===== config.mk =====
export PLATFORM = sky130hd
export DESIGN_NAME = mem_test_engine
export DESIGN_NICKNAME = d
export VERILOG_FILES = /design/src/common/mem_tester_pkg.sv /design/src/mem_engine/mem_test_engine.sv
export SDC_FILE = /design/constraint.sdc
export NUM_CORES = 1
export LEC_CHECK = 0
export BUFFER_PORTS_ARGS = -buffer_cell sky130_fd_sc_hd__buf_2
export CAP_MARGIN = 20
export CORE_MARGIN = 3
export CORE_UTILIZATION = 30
export CTS_CLUSTER_SIZE = 30
export DETAILED_ROUTE_END_ITERATION = 7
export PLACE_DENSITY_LB_ADDON = 0.15
export SYNTH_ARGS = -nofsm -noshare
export SYNTH_HDL_FRONTEND = slang
export SYNTH_SLANG_ARGS = --single-unit

===== constraint.sdc =====
create_clock -name clk -period 3.6 [get_ports clk]
set_clock_uncertainty 0.15 [all_clocks]
set_input_delay 0.18 -clock clk [delete_from_list [all_inputs] [get_ports clk]]
set_output_delay 0.18 -clock clk [all_outputs]
set_load 0.01 [all_outputs]

===== src/common/mem_tester_pkg.sv =====
package mem_tester_pkg;

   // ------------------------------------------------------------
   // Command opcodes
   // ------------------------------------------------------------

   typedef enum logic [1:0] {
      OP_NONE       = 2'b00,  // Reserved, accepted but dropped
      OP_FILL       = 2'b01,  // Write pattern over range
      OP_CHECK      = 2'b10,  // Read back and compare
      OP_FILL_CHECK = 2'b11   // Fill, then check
   } test_op_e;

   // ------------------------------------------------------------
   // Engine FSM states
   // ------------------------------------------------------------

   typedef enum logic [2:0] {
      ST_IDLE  = 3'd0,
      ST_WRITE = 3'd1,
      ST_READ  = 3'd2,
      ST_DONE  = 3'd3  // One cycle, drives done
   } engine_state_e;

   // Per-engine error counter width, saturating
   localparam int ERR_W = 16;

   // Index width for N engines, at least one bit
   function automatic int idx_w(input int n);
      return (n > 1) ? $clog2(n) : 1;
   endfunction

endpackage

===== src/mem_engine/mem_test_engine.sv =====
`timescale 1ns/10ps

module mem_test_engine #(
   parameter int ADDR_W = 10,
   parameter int DATA_W = 32
) (
   input  logic                             clk,
   input  logic                             arst_n,

   // Command from dispatcher
   input  logic                             start,
   input  mem_tester_pkg::test_op_e         op,
   input  logic [ADDR_W-1:0]                base,
   input  logic [ADDR_W-1:0]                len,
   input  logic [DATA_W-1:0]                pattern,

   // Status
   output logic                             busy,
   output logic                             done,
   output logic                             fail,
   output logic [mem_tester_pkg::ERR_W-1:0] err_count,

   // Wishbone classic master
   output logic                             wb_cyc,
   output logic                             wb_stb,
   output logic                             wb_we,
   output logic [ADDR_W-1:0]                wb_adr,
   output logic [DATA_W-1:0]                wb_dat_w,
   input  logic                             wb_ack,
   input  logic [DATA_W-1:0]                wb_dat_r
);

   mem_tester_pkg::engine_state_e state;
   mem_tester_pkg::test_op_e      op_q;
   logic [ADDR_W-1:0]             base_q;
   logic [ADDR_W-1:0]             len_q;
   logic [DATA_W-1:0]             pattern_q;
   logic [ADDR_W-1:0]             idx;  // Word offset in range
   logic [DATA_W-1:0]             expect_word;
   logic                          last_word;

   // Word i lives at base + i and holds pattern + i
   assign wb_adr      = base_q + idx;
   assign expect_word = pattern_q + DATA_W'(idx);
   assign wb_dat_w    = expect_word;
   assign wb_we       = (state == mem_tester_pkg::ST_WRITE);
   assign last_word   = (idx == len_q);  // len 0 is a single word
   assign done        = (state == mem_tester_pkg::ST_DONE);

   // Command latch
   always_ff @(posedge clk) begin
      if (start) begin
         op_q      <= op;
         base_q    <= base;
         len_q     <= len;
         pattern_q <= pattern;
      end
   end

   // ------------------------------------------------------------
   // Control FSM and bus requests
   // ------------------------------------------------------------

   always_ff @(posedge clk or negedge arst_n) begin
      if (!arst_n) begin
         state     <= mem_tester_pkg::ST_IDLE;
         idx       <= '0;
         wb_cyc    <= 1'b0;
         wb_stb    <= 1'b0;
         busy      <= 1'b0;
         fail      <= 1'b0;
         err_count <= '0;
      end else begin
         busy <= (state != mem_tester_pkg::ST_IDLE);  // Lags state by a cycle
         case (state)
            mem_tester_pkg::ST_IDLE: begin
               if (start) begin
                  idx       <= '0;
                  fail      <= 1'b0;  // New command clears results
                  err_count <= '0;
                  case (op)
                     mem_tester_pkg::OP_FILL,
                     mem_tester_pkg::OP_FILL_CHECK: state <= mem_tester_pkg::ST_WRITE;
                     mem_tester_pkg::OP_CHECK:      state <= mem_tester_pkg::ST_READ;
                     default:                       state <= mem_tester_pkg::ST_DONE;
                  endcase
               end
            end
            mem_tester_pkg::ST_WRITE: begin
               if (!wb_cyc) begin
                  wb_cyc <= 1'b1;
                  wb_stb <= 1'b1;
               end else if (wb_ack) begin
                  wb_cyc <= 1'b0;  // At least one idle cycle between words
                  wb_stb <= 1'b0;
                  if (last_word) begin
                     idx   <= '0;
                     state <= (op_q == mem_tester_pkg::OP_FILL_CHECK) ?
                              mem_tester_pkg::ST_READ : mem_tester_pkg::ST_DONE;
                  end else begin
                     idx <= idx + 1'b1;
                  end
               end
            end
            mem_tester_pkg::ST_READ: begin
               if (!wb_cyc) begin
                  wb_cyc <= 1'b1;
                  wb_stb <= 1'b1;
               end else if (wb_ack) begin
                  wb_cyc <= 1'b0;
                  wb_stb <= 1'b0;
                  if (wb_dat_r != expect_word) begin
                     fail <= 1'b1;  // Sticky until next start
                     if (err_count != '1) begin
                        err_count <= err_count + 1'b1;
                     end
                  end
                  if (last_word) begin
                     state <= mem_tester_pkg::ST_DONE;
                  end else begin
                     idx <= idx + 1'b1;
                  end
               end
            end
            mem_tester_pkg::ST_DONE: state <= mem_tester_pkg::ST_IDLE;
            default:                 state <= mem_tester_pkg::ST_IDLE;
         endcase
      end
   end

   // ------------------------------------------------------------
   // Checks
   // ------------------------------------------------------------

   // Request and its payload held until the slave answers
   a_req_held: assert property (
      @(posedge clk) disable iff (!arst_n)
      (wb_stb && !wb_ack) |=> wb_stb && $stable(wb_adr) && $stable(wb_we)
                              && $stable(wb_dat_w)
   );

   // Dispatcher must wait for this engine to go idle
   a_start_idle: assert property (
      @(posedge clk) disable iff (!arst_n)
      start |-> !busy && (state == mem_tester_pkg::ST_IDLE)
   );

endmodule


; Word level (Yosys, flattened, before mapping)
; Cells that the tools add are included.
[totals]
regBits = 87
input_bits = 90
output_inout_bits = 64
word_cells = 80
[classes]
n_addsub = 4
n_eq_ne = 21
mux = 33
n_reduce_logical = 11
[ops]
columns = operator, count
row1 = 16-bit two-way mux, 5
row2 = 10-bit two-way mux, 7
row3 = 32-bit by 10-bit adder with 32-bit output, 1
row4 = 32-bit != test, 1
row5 = 16-bit one-hot mux with 2 select lines, 1
row6 = 10-bit one-hot mux with 3 select lines, 1
row7 = 3-bit two-way mux, 7
row8 = 16-bit by 1-bit adder with 16-bit output (second input constant), 1
row9 = 16-bit != test (second input constant), 1
row10 = 2-bit != test (second input constant), 8
row11 = 7-bit AND reduction, 2
row12 = 10-bit by 1-bit adder with 10-bit output (second input constant), 1
row13 = 10-bit adder, 1
row14 = 10-bit equality test, 1
row15 = 1-bit two-way mux, 9
row16 = 3-bit one-hot mux with 3 select lines, 1
row17 = 2-bit equality test (second input constant), 3
row18 = 3-bit by 2-bit equality test with 1-bit output (second input constant), 2
row19 = 2-bit by 1-bit != test with 1-bit output (second input constant), 3
row20 = 6-bit AND reduction, 1
row21 = 3-bit nonzero test, 2
row22 = 5-bit AND reduction, 1
row23 = 2-bit one-hot mux with 2 select lines, 1
row24 = 2-bit OR reduction, 2
row25 = 6 further kinds, 6

; Longest topological paths before layout
[logic_depth]
depth_word = 6
depth_mapped = 15
ltp_nobuf = 12

; Worst setup path before layout
; OpenSTA, ideal clock, no wires.
[synth_path]
kind = register to register
from = reg idx[0]
to = reg err_count[15] in the netlist's numbering
setup_time_ps = 124
arrival_ps = 3408
required_time_ps = 3326
path_slack_ps = -81
path_stages_with_launch = 16
n_path_buf = 3
period_less_slack_ps = 3681
path_cell_list = dfrtp_1 ha_1 fa_1 a21o_1 a221o_1 a32oi_2 nor2b_1 xnor3_1 nand2_1 nor4_1 and4_1 buf_2 or2_1 buf_2 buf_6 a211o_1
[synth_between]
elab_chain_cells = 4
[synth_lines]
columns = element, line
row1 = "start, declared", mem_test_engine.sv:38  ; logic [ADDR_W-1:0] idx;
row2 = "start signal, assigned", mem_test_engine.sv:101  ; idx <= idx + 1'b1;
row3 = "start signal, assigned", mem_test_engine.sv:121  ; idx <= idx + 1'b1;
row4 = 32-bit by 10-bit adder with 32-bit output, mem_test_engine.sv:44  ; assign expect_word = pattern_q + DATA_W'(idx);
row5 = 32-bit != test, mem_test_engine.sv:112  ; if (wb_dat_r != expect_word) begin
row6 = 2-bit != test (no line), --
row7 = 6-bit AND reduction (no line), --
row8 = "end signal, assigned", mem_test_engine.sv:115  ; err_count <= err_count + 1'b1;
row9 = "end, declared", mem_test_engine.sv:21  ; output logic [mem_tester_pkg::ERR_W-1:0] err_count,
; Every way passes these cells.
; A chain may end at the register's enable or synchronous reset.

; Worst setup path in the final report
[layout_path]
from = reg pattern_q[0]
to = reg err_count[15] in the netlist's numbering
[layout_between]
elab_chain_cells = 4
[layout_lines]
columns = element, line
row1 = "start, declared", mem_test_engine.sv:37  ; logic [DATA_W-1:0] pattern_q;
row2 = "start signal, assigned", mem_test_engine.sv:56  ; pattern_q <= pattern;
row3 = 32-bit by 10-bit adder with 32-bit output, mem_test_engine.sv:44
row4 = 32-bit != test, mem_test_engine.sv:112
row5 = 2-bit != test (no line), --
row6 = 6-bit AND reduction (no line), --
; Every way passes these cells.

==> flow_metrics.py <==
metrics = {
    "route": {
        "routed_wl_um": 18500,
        "vias": 5505,
        "route.antenna.remaining_nets": 0,
        "initialDrtViolationCount": 323,
        "wire_per_inst_um": 16.6,
        "drc": 0,
        "post_drt_via_cell_ratio": 4.92,
        "drt_pre_antenna_iters": 5,
    },
    "synth": {
        "ys_ff_latch": 86,
        "synth_top_area_cell": "sky130_fd_sc_hd__edfxtp_1",
        "yosys.cell_count.top_type": "sky130_fd_sc_hd__edfxtp_1",
        "yosys.cell_types.count": 76,
        "avgSynthCellArea_um2": 10.1,
        "synth_top_cells_by_count": "54 x sky130_fd_sc_hd__edfxtp_1, 51 x sky130_fd_sc_hd__nand2_1, 43 x sky130_fd_sc_hd__o21ai_0",
        "syn-instance-count": 585,
        "ys_async_sr_fraction_pct": 37.2,
        "synth-edff-count": 54,
        "synth.yosys.seq_area_share_pct": 41.2,
        "synthFlopType": "sky130_fd_sc_hd__edfxtp_1",
        "synth-warning-count": 0,
        "synth_top_area_share_pct": 27.6,
        "largest_cells_by_area_after_synthesis": "sky130_fd_sc_hd__edfxtp_1 28%, sky130_fd_sc_hd__dfrtp_1 14%, sky130_fd_sc_hd__xnor2_1 5.4%, sky130_fd_sc_hd__ha_1 5.3%, sky130_fd_sc_hd__xor2_1 4.0%",
        "syn_std_cell_area_mm2": 0.00588,
        "post_syn_nets": 702,
    },
    "setup_path": {
        "ff_to_ff_end": "err_count[15]",
        "max_stage_delay_ns": 0.42,
        "r2r-start": "pattern_q[0]",
        "critical_path.slowest_cell": "sky130_fd_sc_hd__a221o_2",
        "crit_path_start_kind": "register",
        "crit_path_end": "err_count[15]",
        "setup.reg_to_reg.worst_slack_ns": -0.03,
        "critPathLaunch": "pattern_q[0]",
        "crit_path_cell_trace": "ha_2, fa_2, a21o_1, a221o_2, mux2i_2, nor2_1, nor4_1, nand4_1, nor4_2, and4_4, buf_6, nor3_1, a211o_1",
        "timing.setup.critical_path_class": "register to register",
        "endpoint_kind": "register",
        "critPathRequiredTime_ns": 3.68,
        "worstRegToRegCells": 13,
        "cp.arrival_ns": 3.70,
        "critical_path.max_fanout": 9,
    },
    "clocking": {
        "clock_tree.htree_level_count": 3,
        "cts-buffers-inserted": 9,
        "clkSlewWorstSetupHoldPaths_ns": 0.07,
        "clock_tree_from_tritoncts": "built",
        "cts.path.max_buffers": 2,
        "cts_num_sinks": 86,
        "clk_root_buffer_cell": "sky130_fd_sc_hd__clkbuf_16",
        "worstSkewPairLatency_ns": 0.35,
    },
    "timing": {
        "worst-slew-pin-transition_ns": 0.794,
        "finalCriticalPeriod_ns": 3.63,
        "timing.final.setup_violations": 6,
        "final_min_period_over_clock_period_pct": 101,
        "timing.max_slew.rel_slack_pct": 47.0,
        "rsz_0062_raised_after_global_routing": "true",
        "whs_ns": 0.145,
        "setup_slack_ns": -0.0272,
        "drv_slew": 0,
        "fin_tns_setup_ns": -0.124,
        "max_freq_mhz": 276,
        "final_hold_viol_count": 0,
    },
    "placed_design": {
        "globalplace.congestion": 0.890,
        "place.detailed.hpwl_um": 14300,
        "portBuffers": 153,
    },
    "floorplan": {
        "initial_core_util_pct": 31.0,
        "fp.dieW_um": 146,
        "core_area_mm2": 0.0190,
        "die_h_um": 146,
        "ios": 154,
        "die_area_mm2": 0.0213,
        "placement_rows": 50,
    },
    "global_route": {
        "grt_pass1_wl_um": 29400,
        "track_usage_pct": 17.0,
        "grt_overflow_total": 0,
        "via_count_of_the_first_global_routing_pass": 5609,
        "maximum_number_of_pins_on_one_net_before_global_route_repair": 56,
        "antenna_found_initial": 1,
    },
    "power": {
        "cell_internal_pwr_uw": 2330,
        "pwr-share-clk_pct": 25.0,
        "netsw_uw": 1430,
        "total_power_uw": 3750,
        "p_seq_share_pct": 33.9,
        "worst_ir_drop_vdd_mv": 0.304,
        "leakagePower_uw": 0.00375,
        "net_switching_fraction_of_the_power_pct": 38.0,
        "power_per_cell_area_mw_per_mm2": 446,
        "comb_power_share_pct": 41.1,
    },
    "status": {
        "violations": "negative setup slack",
        "run_status": "finished, violations left",
    },
    "hold_path": {
        "min_path_type": "primary input to register",
    },
    "finish": {
        "drive_gt1_share_pct": 32.5,
        "nNetsFinal": 970,
        "postLayoutCoreUtil_pct": 44.4,
        "areaGrowthSynthToFinish_pct": 43.0,
    },
    "run": {
        "max_cap_violations": 0,
    },
}
==> cells by family (layout without fill, tap and decap cells) <==
| kind of cell | Yosys count | in the layout | share of synthesized area [%] |
|---|---|---|---|
| AO/OA/AOI/OAI | 143 | 143 | 17.4 |
| buffers and inverters | 38 | 311 | 2.77 |
| flip-flops | 86 | 86 | 41.2 |
| adder cells (fa/ha/maj) | 27 | 27 | 6.00 |
| other | 0 | 1 | 0 |
| multiplexers | 5 | 5 | 0.872 |
| XOR/XNOR | 69 | 69 | 11.7 |
| AND/OR/NAND/NOR | 217 | 217 | 20.1 |
==> layout by cell type (no fill, tap or decap), types with 4 or more instances in the layout <==
| cell | count |
|---|---|
| sky130_fd_sc_hd__clkbuf_16 | 9 |
| sky130_fd_sc_hd__or2_2 | 5 |
| sky130_fd_sc_hd__nand2b_1 | 21 |
| sky130_fd_sc_hd__o211ai_1 | 6 |
| sky130_fd_sc_hd__nor2_1 | 26 |
| sky130_fd_sc_hd__o21ai_0 | 39 |
| sky130_fd_sc_hd__buf_4 | 65 |
| sky130_fd_sc_hd__nand3_1 | 29 |
| sky130_fd_sc_hd__a21oi_1 | 20 |
| sky130_fd_sc_hd__nor2b_1 | 12 |
| sky130_fd_sc_hd__or3_1 | 6 |
| sky130_fd_sc_hd__xnor3_1 | 6 |
| sky130_fd_sc_hd__buf_2 | 153 |
| sky130_fd_sc_hd__nand4_1 | 14 |
| sky130_fd_sc_hd__dlygate4sd3_1 | 56 |
| sky130_fd_sc_hd__edfxtp_1 | 54 |
| sky130_fd_sc_hd__a211oi_1 | 4 |
| sky130_fd_sc_hd__o21ai_1 | 6 |
| sky130_fd_sc_hd__a21o_1 | 10 |
| sky130_fd_sc_hd__nor3b_1 | 5 |
| sky130_fd_sc_hd__nand3b_1 | 8 |
| sky130_fd_sc_hd__xnor2_1 | 35 |
| sky130_fd_sc_hd__xor2_1 | 27 |
| sky130_fd_sc_hd__and3_1 | 15 |
| sky130_fd_sc_hd__ha_1 | 24 |
| sky130_fd_sc_hd__a211oi_2 | 4 |
| sky130_fd_sc_hd__nor4_1 | 5 |
| sky130_fd_sc_hd__o311ai_4 | 5 |
| sky130_fd_sc_hd__inv_1 | 18 |
| sky130_fd_sc_hd__nand2_1 | 51 |
| sky130_fd_sc_hd__dfrtp_1 | 32 |
==> timing repair <==
action / 4_1_cts / 5_1_grt
buffers inserted: 5 / 1
resized for setup: 15 / 15
pin swaps: 8 / 4
hold buffers: 56 / 0
endpoints found under the hold margin: 87 / 0
setup endpoints to repair: 17 / 17
==> state kept, by name, indices dropped and copies added (netlist names) <==
signal and flops:
base_q 10, idx 10, wb_stb 1, wb_cyc 1, fail 1, len_q 10
err_count 16, busy 1, op_q 2, pattern_q 32, state 2
==> worst max-delay path: cells and delay by family (launching register included) <==
family	cells	cell delay [ns]
AOI/OAI and AO/OA	3	0.86
muxes	1	0.24
adders and majority gates	2	0.56
buffers and inverters	1	0.13
and+or+nand+nor	6	1.17
DFF	1	0.39
==> area by class of cell <==
type	instances	area, um^2
inverters	18	67.6
fillers	1888	10500
multi-input cells	461	3450
flip-flops and latches	86	2420
repair buffers	277	1860
diodes	1	2.50
clock inverters	7	63.8
well taps	260	325
clock buffers	9	225
==> through the flow <==
step	area, um^2	setup slack (ns)	instances
CTS	8320	-0.0589	1117
finish	8410	-0.0272	1119
detailed placement	7370	-0.173	1041
global placement	7370	-0.0132	1041
global route	8410	-0.198	1119
floorplan	5900	-0.0157	585
==> worst min-delay path by stage <==
stage	endpoint	cells after the start	start	slack (ns)
finish	fail	4	start	0.15
global placement	err_count[3]	1	arst_n	0.17
CTS	fail	4	start	0.14
detailed placement	err_count[3]	1	arst_n	0.17
global route	fail	4	start	0.17
floorplan	busy	0	arst_n	-0.27
==> layer usage <==
metal  vias to the layer above  part of all wire, %  track usage [%]
li1                       2710                    -                -
met1                      2627                   47             22.9
met2                       151                   47             28.2
met3                        17                  5.2             3.20
met4                         0                  1.8             4.99
met5                         -                    0                0
==> power groups by stage <==
stage | logic [uW] | clock network [uW] | registers, uW
6_report | 1540 | 937 | 1270
5_1_grt | 1700 | 1010 | 1290
4_1_cts | 1490 | 969 | 1270
3_5_place_dp | 1380 | 0 | 1290
3_3_place_gp | 1360 | 0 | 1290
2_1_floorplan | 844 | 0 | 1300
No activity file was read; power rests on OpenSTA's default activity.
